## src/reset_pkg.sv

```systemverilog
package reset_pkg;

    // cycles game_rst is held after the last trigger
    localparam int GAME_RST_LEN = 32;

    // must reach GAME_RST_LEN and saturate there
    typedef logic [$clog2(GAME_RST_LEN+1)-1:0] rst_cnt_t;

endpackage

```

## src/input_pkg.sv

```systemverilog
package input_pkg;

    // board side joystick word
    localparam int JOY_W      = 16;
    // game side joystick
    localparam int GAME_JOY_W = 10;
    // direction field, bit 0 right, 1 left, 2 down, 3 up
    localparam int DIR_W      = 4;
    localparam int N_PLAYERS  = 4;
    localparam int BUTTONS    = 2;

    // start, coin and pause sit right above the game buttons
    localparam int START_BIT  = 6 + (BUTTONS - 2);
    localparam int COIN_BIT   = 7 + (BUTTONS - 2);
    localparam int PAUSE_BIT  = 8 + (BUTTONS - 2);

    // game inputs are active low on most boards
    localparam logic INPUTS_ACTIVE_LOW = 1'b1;

    typedef logic [JOY_W-1:0]      board_joy_t;
    typedef logic [GAME_JOY_W-1:0] game_joy_t;
    typedef logic [DIR_W-1:0]      dir_t;
    typedef logic [N_PLAYERS-1:0]  player_bits_t;

endpackage
```

## src/joy_bus_if.sv

```systemverilog
`timescale 1ns/1ps

interface joy_bus_if import input_pkg::*; ();

    board_joy_t joy1;
    board_joy_t joy2;
    board_joy_t joy3;
    board_joy_t joy4;

    modport front (
        output joy1, joy2, joy3, joy4
    );

    modport mapper (
        input joy1, joy2, joy3, joy4
    );

    // pause only comes from the first two players
    modport ctrl (
        input joy1, joy2
    );

endinterface

```

## src/input_board.sv

```systemverilog
`timescale 1ns/1ps

module input_board import input_pkg::*; (
    input  logic         clk_sys,
    input  logic         rst,
    input  logic         rst_req,
    input  logic         downloading,
    input  logic         en_4way,
    input  logic         rot_control,
    input  logic         dip_flip,
    input  logic         osd_pause,
    input  logic         key_pause,
    input  logic         key_reset,
    input  logic         key_service,
    input  dir_t         key_gfx,
    input  board_joy_t   board_joystick1,
    input  board_joy_t   board_joystick2,
    input  board_joy_t   board_joystick3,
    input  board_joy_t   board_joystick4,
    input  game_joy_t    key_joy1,
    input  game_joy_t    key_joy2,
    input  game_joy_t    key_joy3,
    input  player_bits_t key_coin,
    input  player_bits_t key_start,
    output game_joy_t    game_joystick1,
    output game_joy_t    game_joystick2,
    output game_joy_t    game_joystick3,
    output game_joy_t    game_joystick4,
    output player_bits_t game_coin,
    output player_bits_t game_start,
    output logic         game_service,
    output logic         game_pause,
    output logic         game_rst,
    output dir_t         gfx_en
);

    // registered board joysticks
    joy_bus_if joys ();

    joy_front u_front (
        .clk_sys    (clk_sys),
        .rst        (rst),
        .en_4way    (en_4way),
        .board_joy1 (board_joystick1),
        .board_joy2 (board_joystick2),
        .board_joy3 (board_joystick3),
        .board_joy4 (board_joystick4),
        .joys       (joys.front)
    );

    joy_mapper u_mapper (
        .clk_sys     (clk_sys),
        .rst         (rst),
        .rot_control (rot_control),
        .dip_flip    (dip_flip),
        .joys        (joys.mapper),
        .key_joy1    (key_joy1),
        .key_joy2    (key_joy2),
        .key_joy3    (key_joy3),
        .key_coin    (key_coin),
        .key_start   (key_start),
        .game_joy1   (game_joystick1),
        .game_joy2   (game_joystick2),
        .game_joy3   (game_joystick3),
        .game_joy4   (game_joystick4),
        .game_coin   (game_coin),
        .game_start  (game_start)
    );

    board_ctrl u_ctrl (
        .clk_sys      (clk_sys),
        .rst          (rst),
        .rst_req      (rst_req),
        .downloading  (downloading),
        .osd_pause    (osd_pause),
        .key_pause    (key_pause),
        .key_reset    (key_reset),
        .key_service  (key_service),
        .key_gfx      (key_gfx),
        .joys         (joys.ctrl),
        .game_pause   (game_pause),
        .game_service (game_service),
        .game_rst     (game_rst),
        .gfx_en       (gfx_en)
    );

endmodule

```

## src/board_ctrl.sv

```systemverilog
`timescale 1ns/1ps

module board_ctrl import input_pkg::*, reset_pkg::*; (
    input  logic  clk_sys,
    input  logic  rst,
    input  logic  rst_req,
    input  logic  downloading,
    input  logic  osd_pause,
    input  logic  key_pause,
    input  logic  key_reset,
    input  logic  key_service,
    input  dir_t  key_gfx,
    joy_bus_if.ctrl joys,
    output logic  game_pause,
    output logic  game_service,
    output logic  game_rst,
    output dir_t  gfx_en
);

    typedef struct packed {
        dir_t gfx;
        logic joy_pause;
        logic reset;
        logic pause;
    } edge_in_t;

    edge_in_t edge_now;
    edge_in_t edge_d;
    edge_in_t edge_dd;
    edge_in_t edge_rise;
    logic     osd_d;
    logic     osd_dd;
    logic     soft_rst;
    logic     rst_trig;
    rst_cnt_t rst_cnt;

    assign edge_now = '{
        gfx:       key_gfx,
        joy_pause: joys.joy1[PAUSE_BIT] | joys.joy2[PAUSE_BIT],
        reset:     key_reset,
        pause:     key_pause
    };

    // rising edges one stage after sampling
    assign edge_rise = edge_d & ~edge_dd;

    always_ff @(posedge clk_sys) begin
        if (rst) begin
            edge_d       <= '0;
            edge_dd      <= '0;
            osd_d        <= 1'b0;
            osd_dd       <= 1'b0;
            game_pause   <= 1'b0;
            game_service <= INPUTS_ACTIVE_LOW;
            soft_rst     <= 1'b0;
            gfx_en       <= '1;
        end else begin
            edge_d       <= edge_now;
            edge_dd      <= edge_d;
            osd_d        <= osd_pause;
            osd_dd       <= osd_d;
            game_service <= key_service ^ INPUTS_ACTIVE_LOW;
            soft_rst     <= edge_rise.reset;
            gfx_en       <= gfx_en ^ edge_rise.gfx;

            // a change in the menu setting wins over a toggle
            if (downloading)
                game_pause <= 1'b0;
            else if (osd_d != osd_dd)
                game_pause <= osd_d;
            else if (edge_rise.pause || edge_rise.joy_pause)
                game_pause <= ~game_pause;
        end
    end

    assign rst_trig = rst | rst_req | downloading | soft_rst;

    // game reset held GAME_RST_LEN cycles past the last trigger
    always_ff @(posedge clk_sys) begin
        if (rst_trig) begin
            rst_cnt  <= '0;
            game_rst <= 1'b1;
        end else if (rst_cnt < GAME_RST_LEN) begin
            rst_cnt  <= rst_cnt + 1'b1;
            game_rst <= 1'b1;
        end else begin
            game_rst <= 1'b0;
        end
    end

    a_soft_rst_pulse: assert property (
        @(posedge clk_sys) disable iff (rst)
        soft_rst |=> !soft_rst
    );

    a_rst_stretch: assert property (
        @(posedge clk_sys) disable iff (rst)
        (rst_cnt < GAME_RST_LEN) |-> game_rst
    );

endmodule

```

## src/joy_mapper.sv

```systemverilog
`timescale 1ns/1ps

module joy_mapper import input_pkg::*; (
    input  logic         clk_sys,
    input  logic         rst,
    input  logic         rot_control,
    input  logic         dip_flip,
    joy_bus_if.mapper    joys,
    input  game_joy_t    key_joy1,
    input  game_joy_t    key_joy2,
    input  game_joy_t    key_joy3,
    input  player_bits_t key_coin,
    input  player_bits_t key_start,
    output game_joy_t    game_joy1,
    output game_joy_t    game_joy2,
    output game_joy_t    game_joy3,
    output game_joy_t    game_joy4,
    output player_bits_t game_coin,
    output player_bits_t game_start
);

    // rotation for vertical games, then polarity
    function automatic game_joy_t map_joy(game_joy_t joy_in, logic rot, logic flip);
        game_joy_t joy_rot;
        joy_rot = joy_in;
        if (rot) begin
            if (flip)
                joy_rot[DIR_W-1:0] = {joy_in[0], joy_in[1], joy_in[3], joy_in[2]};
            else
                joy_rot[DIR_W-1:0] = {joy_in[1], joy_in[0], joy_in[2], joy_in[3]};
        end
        return joy_rot ^ {GAME_JOY_W{INPUTS_ACTIVE_LOW}};
    endfunction

    player_bits_t coin_all;
    player_bits_t start_all;

    always_comb begin
        coin_all  = {joys.joy4[COIN_BIT], joys.joy3[COIN_BIT],
                     joys.joy2[COIN_BIT], joys.joy1[COIN_BIT]} | key_coin;
        start_all = {joys.joy4[START_BIT], joys.joy3[START_BIT],
                     joys.joy2[START_BIT], joys.joy1[START_BIT]} | key_start;
    end

    always_ff @(posedge clk_sys) begin
        if (rst) begin
            // idle means nothing pressed
            game_joy1  <= {GAME_JOY_W{INPUTS_ACTIVE_LOW}};
            game_joy2  <= {GAME_JOY_W{INPUTS_ACTIVE_LOW}};
            game_joy3  <= {GAME_JOY_W{INPUTS_ACTIVE_LOW}};
            game_joy4  <= {GAME_JOY_W{INPUTS_ACTIVE_LOW}};
            game_coin  <= {N_PLAYERS{INPUTS_ACTIVE_LOW}};
            game_start <= {N_PLAYERS{INPUTS_ACTIVE_LOW}};
        end else begin
            game_joy1  <= map_joy(joys.joy1[GAME_JOY_W-1:0] | key_joy1, rot_control, dip_flip);
            game_joy2  <= map_joy(joys.joy2[GAME_JOY_W-1:0] | key_joy2, rot_control, dip_flip);
            game_joy3  <= map_joy(joys.joy3[GAME_JOY_W-1:0] | key_joy3, rot_control, dip_flip);
            // no keyboard mapping for player 4
            game_joy4  <= map_joy(joys.joy4[GAME_JOY_W-1:0], rot_control, dip_flip);
            game_coin  <= coin_all ^ {N_PLAYERS{INPUTS_ACTIVE_LOW}};
            game_start <= start_all ^ {N_PLAYERS{INPUTS_ACTIVE_LOW}};
        end
    end

    a_no_x: assert property (
        @(posedge clk_sys) disable iff (rst)
        !$isunknown({game_joy1, game_joy2, game_joy3, game_joy4, game_coin, game_start})
    );

endmodule

```

## src/joy_front.sv

```systemverilog
`timescale 1ns/1ps

module joy_front import input_pkg::*; (
    input  logic       clk_sys,
    input  logic       rst,
    input  logic       en_4way,
    input  board_joy_t board_joy1,
    input  board_joy_t board_joy2,
    input  board_joy_t board_joy3,
    input  board_joy_t board_joy4,
    joy_bus_if.front   joys
);

    board_joy_t joy_in  [N_PLAYERS];
    board_joy_t joy_out [N_PLAYERS];

    assign joy_in = '{board_joy1, board_joy2, board_joy3, board_joy4};

    for (genvar p = 0; p < N_PLAYERS; p++) begin : g_player
        dir_t                 dir_4way;
        dir_t                 dir_d;
        logic [JOY_W-1:DIR_W] btn_d1;
        logic [JOY_W-1:DIR_W] btn_d2;

        joy_4way u_4way (
            .clk_sys (clk_sys),
            .rst     (rst),
            .en_4way (en_4way),
            .dir_in  (joy_in[p][DIR_W-1:0]),
            .dir_out (dir_4way)
        );

        // buttons get two stages so they line up with the filtered directions
        always_ff @(posedge clk_sys) begin
            if (rst) begin
                dir_d  <= '0;
                btn_d1 <= '0;
                btn_d2 <= '0;
            end else begin
                dir_d  <= dir_4way;
                btn_d1 <= joy_in[p][JOY_W-1:DIR_W];
                btn_d2 <= btn_d1;
            end
        end

        assign joy_out[p] = {btn_d2, dir_d};
    end

    assign joys.joy1 = joy_out[0];
    assign joys.joy2 = joy_out[1];
    assign joys.joy3 = joy_out[2];
    assign joys.joy4 = joy_out[3];

endmodule

```

## src/joy_4way.sv

```systemverilog
`timescale 1ns/1ps

module joy_4way import input_pkg::*; (
    input  logic clk_sys,
    input  logic rst,
    input  logic en_4way,
    input  dir_t dir_in,
    output dir_t dir_out
);

    // last single direction seen while filtering
    dir_t last_dir;
    logic single;
    logic last_held;

    always_comb begin
        single    = $onehot(dir_in);
        last_held = |(dir_in & last_dir);
    end

    always_ff @(posedge clk_sys) begin
        if (rst) begin
            dir_out  <= '0;
            last_dir <= '0;
        end else if (!en_4way) begin
            dir_out <= dir_in;
        end else if (single) begin
            dir_out  <= dir_in;
            last_dir <= dir_in;
        end else if (last_held) begin
            // diagonal keeps the direction that was pressed first
            dir_out <= last_dir;
        end else begin
            dir_out <= '0;
        end
    end

    // filtered output never shows a diagonal
    a_one_dir: assert property (
        @(posedge clk_sys) disable iff (rst)
        en_4way |=> $countones(dir_out) <= 1
    );

endmodule

```

## config.mk

```make
export PLATFORM = sky130hd
export DESIGN_NAME = input_board
export DESIGN_NICKNAME = d
export VERILOG_FILES = /design/src/reset_pkg.sv /design/src/input_pkg.sv /design/src/joy_bus_if.sv /design/src/input_board.sv /design/src/board_ctrl.sv /design/src/joy_mapper.sv /design/src/joy_front.sv /design/src/joy_4way.sv
export SDC_FILE = /design/constraint.sdc
export NUM_CORES = 1
export LEC_CHECK = 0
export ABC_AREA = 0
export BUFFER_PORTS_ARGS = -buffer_cell sky130_fd_sc_hd__buf_4
export CORE_MARGIN = 2
export CORE_UTILIZATION = 49
export DETAILED_ROUTE_END_ITERATION = 10
export PLACE_DENSITY = 0.76
export SLEW_MARGIN = 20
export SYNTH_ARGS = -nofsm -noshare
export SYNTH_HDL_FRONTEND = slang
export SYNTH_SLANG_ARGS = --single-unit
```

## constraint.sdc

```tcl
create_clock -name clk_sys -period 5.55 [get_ports clk_sys]
set_input_delay 1.3875 -clock clk_sys [delete_from_list [all_inputs] [get_ports clk_sys]]
set_output_delay 1.3875 -clock clk_sys [all_outputs]
set_load 0.02 [all_outputs]
```

; ---- Word level (Yosys, flattened, before mapping)
; Index checks and enable logic that the tools add are counted.
[word_totals]
elab_cells = 123
in_bits = 117
output_inout_bits = 55
reg_bits = 174
[op_classes]
n_mux = 27
bitwise_logic = 24
n_addsub = 13
reduce_logical = 11
n_lt_le_gt_ge = 1
n_eq_ne = 5
[ops]
columns = op, n
row1 = 2-to-1 mux 4 bit, 24
row2 = NOT 10 bit, 4
row3 = bitwise OR 10 bit, 3
row4 = adder 1 x 1 -> 2 bit, 8
row5 = AND 4 bit, 4
row6 = OR reduction 4 bit, 4
row7 = adder 3 x 2 -> 3 bit, 4
row8 = equality test 3 x 1 -> 1 bit (second input constant), 4
row9 = NOT 4 bit, 2
row10 = bitwise OR 4 bit, 2
row11 = AND reduction 2 bit, 4
row12 = AND 7 bit, 1
row13 = NOT 7 bit, 1
row14 = adder 6 x 1 -> 6 bit (second input constant), 1
row15 = less-than comparator 6 bit (second input constant), 1
row16 = bitwise OR 1 bit, 4
row17 = XOR 4 bit, 1
row18 = 2-to-1 mux 1 bit, 3
row19 = NOT 1 bit, 2
row20 = nonzero test 2 bit, 1
row21 = OR reduction 2 bit, 1
row22 = logical OR 1 bit, 1
row23 = != test 1 bit, 1

; ---- Depth between registers and ports, before layout
[logic_depth]
depth_word = 5
depth_mapped = 8
mapped_depth_nobuf = 7

; ---- Cells and area by module
; From an unflattened synthesis, not the netlist that was laid out.
[hier_totals]
cells_unflattened = 624
area_unflattened_um2 = 7312.0
[by_module_without_submodules]
columns = module, area_per_inst_um2, seq_area_each_um2, instances, cells_per_inst
row1 = joy_front, 3022.9, 2242.2, 1, 236
row2 = joy_mapper, 1700.4, 960.9, 1, 152
row3 = joy_4way, 397.9, 160.2, 4, 36
row4 = board_ctrl, 997.2, 600.6, 1, 92

; ---- Least setup slack after synthesis
; No wires, ideal clock.
[synth_path]
path_type = input to register
startpoint = in board_joystick3[0]
endpoint = reg u_front.g_player[2].u_4way.last_dir[3]
required_ns = 5.422
arrival_ns = 3.039
setup_ns = 0.128
path_buffers = 1
stages = 8
slack_ns = 2.384
path_cell_list = ha_1 > fa_1 > ha_1 > nor3b_1 > and2_1 > buf_2 > mux2i_1 > nor2_1
[synth_between]
elab_chain_cells = 4
[synth_rtl]
columns = element, line
row1 = from (decl), input_board.sv:18  ; input board_joy_t board_joystick3,
row2 = adder 1 x 1 -> 2 bit (not written as such), joy_4way.sv:17  ; single = $onehot(dir_in);
row3 = adder 3 x 2 -> 3 bit (not written as such), joy_4way.sv:17
row4 = equality test 3 x 1 -> 1 bit, joy_4way.sv:17
row5 = AND reduction 2 bit (no line), n/a
row6 = to (signal assigned), joy_4way.sv:29  ; last_dir <= dir_in;
row7 = to (decl), joy_4way.sv:12  ; dir_t last_dir;
; No other way between the ends.
; A chain may end at the register's enable or synchronous reset.

; ---- Final worst setup path
; Ends and elaborated chain as after synthesis.

==> results.cfg <==
[layout]
area_growth_pct = 29.3
stdcell_count = 833
n_fill_cell = 915
insertedDiodeCount = 0
nNetsFinal = 807
drive_above_1_share_pct = 26.2

[setup_path]
crit_family = adder cells
path_depth = 8
cp-start-kind = input port
crit_type = input port to flip-flop
path_max_fanout = 4
cp_slowest_cell = fa_1
r2r_slack_ns = 4.39
startpoint = board_joystick3[0]
timing.rr.end = u_ctrl.game_pause$_SDFFE_PP0P_
ff2ff_path_depth = 4
crit_chain = buf_4 -> ha_1 -> fa_1 -> ha_1 -> nor3b_1 -> and2_1 -> mux2i_1 -> nor2_1
cp-endpoint = u_front.g_player[2].u_4way.last_dir[3]$_SDFFE_PP0P_
worstPathArrival_ns = 3.35
crit_required_ns = 5.82
r2r_start = u_ctrl.edge_d[2]$_SDFF_PP0_
cp.buffers_inverters = 1
cpPeakStageDelay_ns = 0.36
critPathCaptureType = flip-flop
crit_top_cell = ha_1

[cts]
cts_setup_buffers = 0
clkLatencyLatePin_ns = 0.41
holdBufCountCts = 0
cts-root-buf = clkbuf_16
cts_max_level = 4
cts.sinks = 174
cts_resized = 0
cts_buffers = 17
cts_tree = yes
clk_path_buf_depth = 2
clk_pin_slew_ns = 0.06

[detailed_routing]
dr_total_vias = 4076
wl_per_cell_um = 13.0
drt_pre_antenna_iters = 7
drc = 8
first_iter_violations = 253
via_per_inst = 4.89
antenna_left = 0
wirelength_mm = 10.8

[logic_synthesis]
ys_types = 29
synthesis.area_mm2 = 0.00585
yosysMostFrequentCell = dfxtp_1
synth_edf_count = 0
syn_area_per_cell_um2 = 10.8
netlist.area_leader.share_pct = 59.6
ys_warn_count = 0
ys_seq_elements = 174
syn_nets = 671
yosys-top-cells-count = dfxtp_1 (174), nor2b_1 (88), o21bai_1 (38)
syn_inst = 541
ys_seq_area_share_pct = 59.6
synthArstFlopShare_pct = 0
ys_dominant_reg_cell = dfxtp_1
yosysTopAreaCell = dfxtp_1
synthTopCellsByArea = dfxtp_1 (60%), nor2b_1 (9.4%), o21bai_1 (4.9%)

[sta]
max_freq_mhz = 325
rsz0062_at_grt = false
drv_slew = 0
setup_tns_ns = 0
min_period_ns = 3.08
finalHoldViolations = 0
worst_slew_pin_slew_ns = 0.773
setup_viol = 0
fin_skew_ns = 0.00634
period_share_pct = 55.5
relSlewSlack_pct = 48.5

[global_route]
grt_usage_pct = 17.7
overflow = 0
grt_antenna_before_repair = 0
grt_max_degree = 88
grt_first_pass_wirelength_mm = 18.2
grt_pass1_vias = 4082

[run]
maxCapViolations = 0

[placement]
hpwlAfterDp_mm = 7.67
port_buffers = 147
place_inst = 801
place_congestion = 0.797

[floorplan]
die_w_um = 113
pin_count = 172
start_util_pct = 50.8
die_y_um = 113
dieArea_mm2 = 0.0128
rows = 39
coreArea_mm2 = 0.0115

[power]
ir_worst_vdd_uv = 239
power_density_mw_per_mm2 = 357
p_leak_nw = 3.20

[outcome]
status = complete, but fails checks
failed_checks = DRC

[min_path]
min_path_type = flip-flop to flip-flop
min_from = u_front.g_player[3].btn_d2[9]$_SDFF_PP0_
-- where the power goes --
part	total, W	internal [W]	switching, W
sequential	0.00134	0.00132	0.0000253
combinational	0.000279	0.000144	0.000136
clock	0.00108	0.000609	0.000467
total	0.00270	0.00207	0.000628
-- cell usage in the layout (no fill, tap or decap), types with 4 or more instances in the layout --
master,n
and2b_1,4
o21bai_1,38
nand2b_1,16
dfxtp_1,174
nor3_1,13
nor2b_1,88
o21ai_0,14
a21oi_1,17
xnor2_1,5
and2_1,4
ha_1,9
buf_4,148
clkinvlp_4,5
nand3_1,18
mux2i_1,21
nor3b_1,4
fa_1,4
a211o_1,4
a311o_1,12
nor2_1,27
a22oi_1,8
nand2_1,22
clkbuf_16,17
-- routing by layer --
metal	part of all wire [%]	global-route usage, %	vias up
met3	4.7	5.14	15
met5	0	0	-
met2	49	29.0	116
met1	45	22.1	1850
met4	1.6	7.32	0
li1	-	-	2095
-- worst min path at each step --
stage | endpoint | slack [ns] | depth (start not counted)
floorplan | u_mapper.game_joy4[9]$_SDFF_PP1_ | 0.36 | 1
global placement | u_mapper.game_joy4[9]$_SDFF_PP1_ | 0.36 | 1
detailed placement | u_mapper.game_joy4[5]$_SDFF_PP1_ | 0.37 | 1
CTS | u_mapper.game_joy4[5]$_SDFF_PP1_ | 0.38 | 1
global route | u_mapper.game_joy4[5]$_SDFF_PP1_ | 0.39 | 1
finish | u_mapper.game_joy4[9]$_SDFF_PP1_ | 0.38 | 1
-- cells by family after synthesis --
family / Yosys count / share of synthesized area, %
adders and majority gates: 13 / 3.30
muxes: 21 / 3.60
DFF: 174 / 59.6
xor gates and xnor gates: 7 / 1.05
and+or+nand+nor: 199 / 18.7
AOI/OAI and AO/OA: 95 / 11.5
buffers and inverters: 32 / 2.29
-- through the flow --
stage / hold WS (ns) / util [%] / area [µm²] / setup slack [ns] / power, W
floorplan: 0.356 / - / 5850 / 2.38 / 0.00153
global placement: 0.359 / 60.8 / 7010 / 2.11 / 0.00164
detailed placement: 0.366 / 60.8 / 7010 / 2.07 / 0.00165
CTS: 0.381 / 65.6 / 7560 / 2.50 / 0.00273
global route: 0.395 / 65.6 / 7560 / 2.28 / 0.00282
finish: 0.377 / 65.6 / 7560 / 2.47 / 0.00270
-- sequential cells by signal (all words and copies together), names as in the netlist, 4 cells and up --
register,flops
u_mapper.game_joy1,10
u_ctrl.rst_cnt,6
u_front.g_player.u_4way.dir_out,16
u_front.g_player.btn_d2,24
u_mapper.game_coin,4
u_ctrl.edge_d,7
u_mapper.game_joy3,10
u_ctrl.edge_dd,7
u_ctrl.gfx_en,4
u_front.g_player.dir_d,16
u_mapper.game_joy4,10
u_mapper.game_joy2,10
u_mapper.game_start,4
u_front.g_player.btn_d1,24
u_front.g_player.u_4way.last_dir,16
-- layout make-up --
cell class	count	area, µm²	area share (%)
clock inverters	12	87.6	1.16
multi-input cells	335	2230	29.5
inverters	1	3.75	0.0497
clock buffers	20	467	6.17
well taps	143	179	2.37
flip-flops and latches	174	3480	46.1
repair buffers	148	1110	14.7
(Power assumes the default switching activity.)
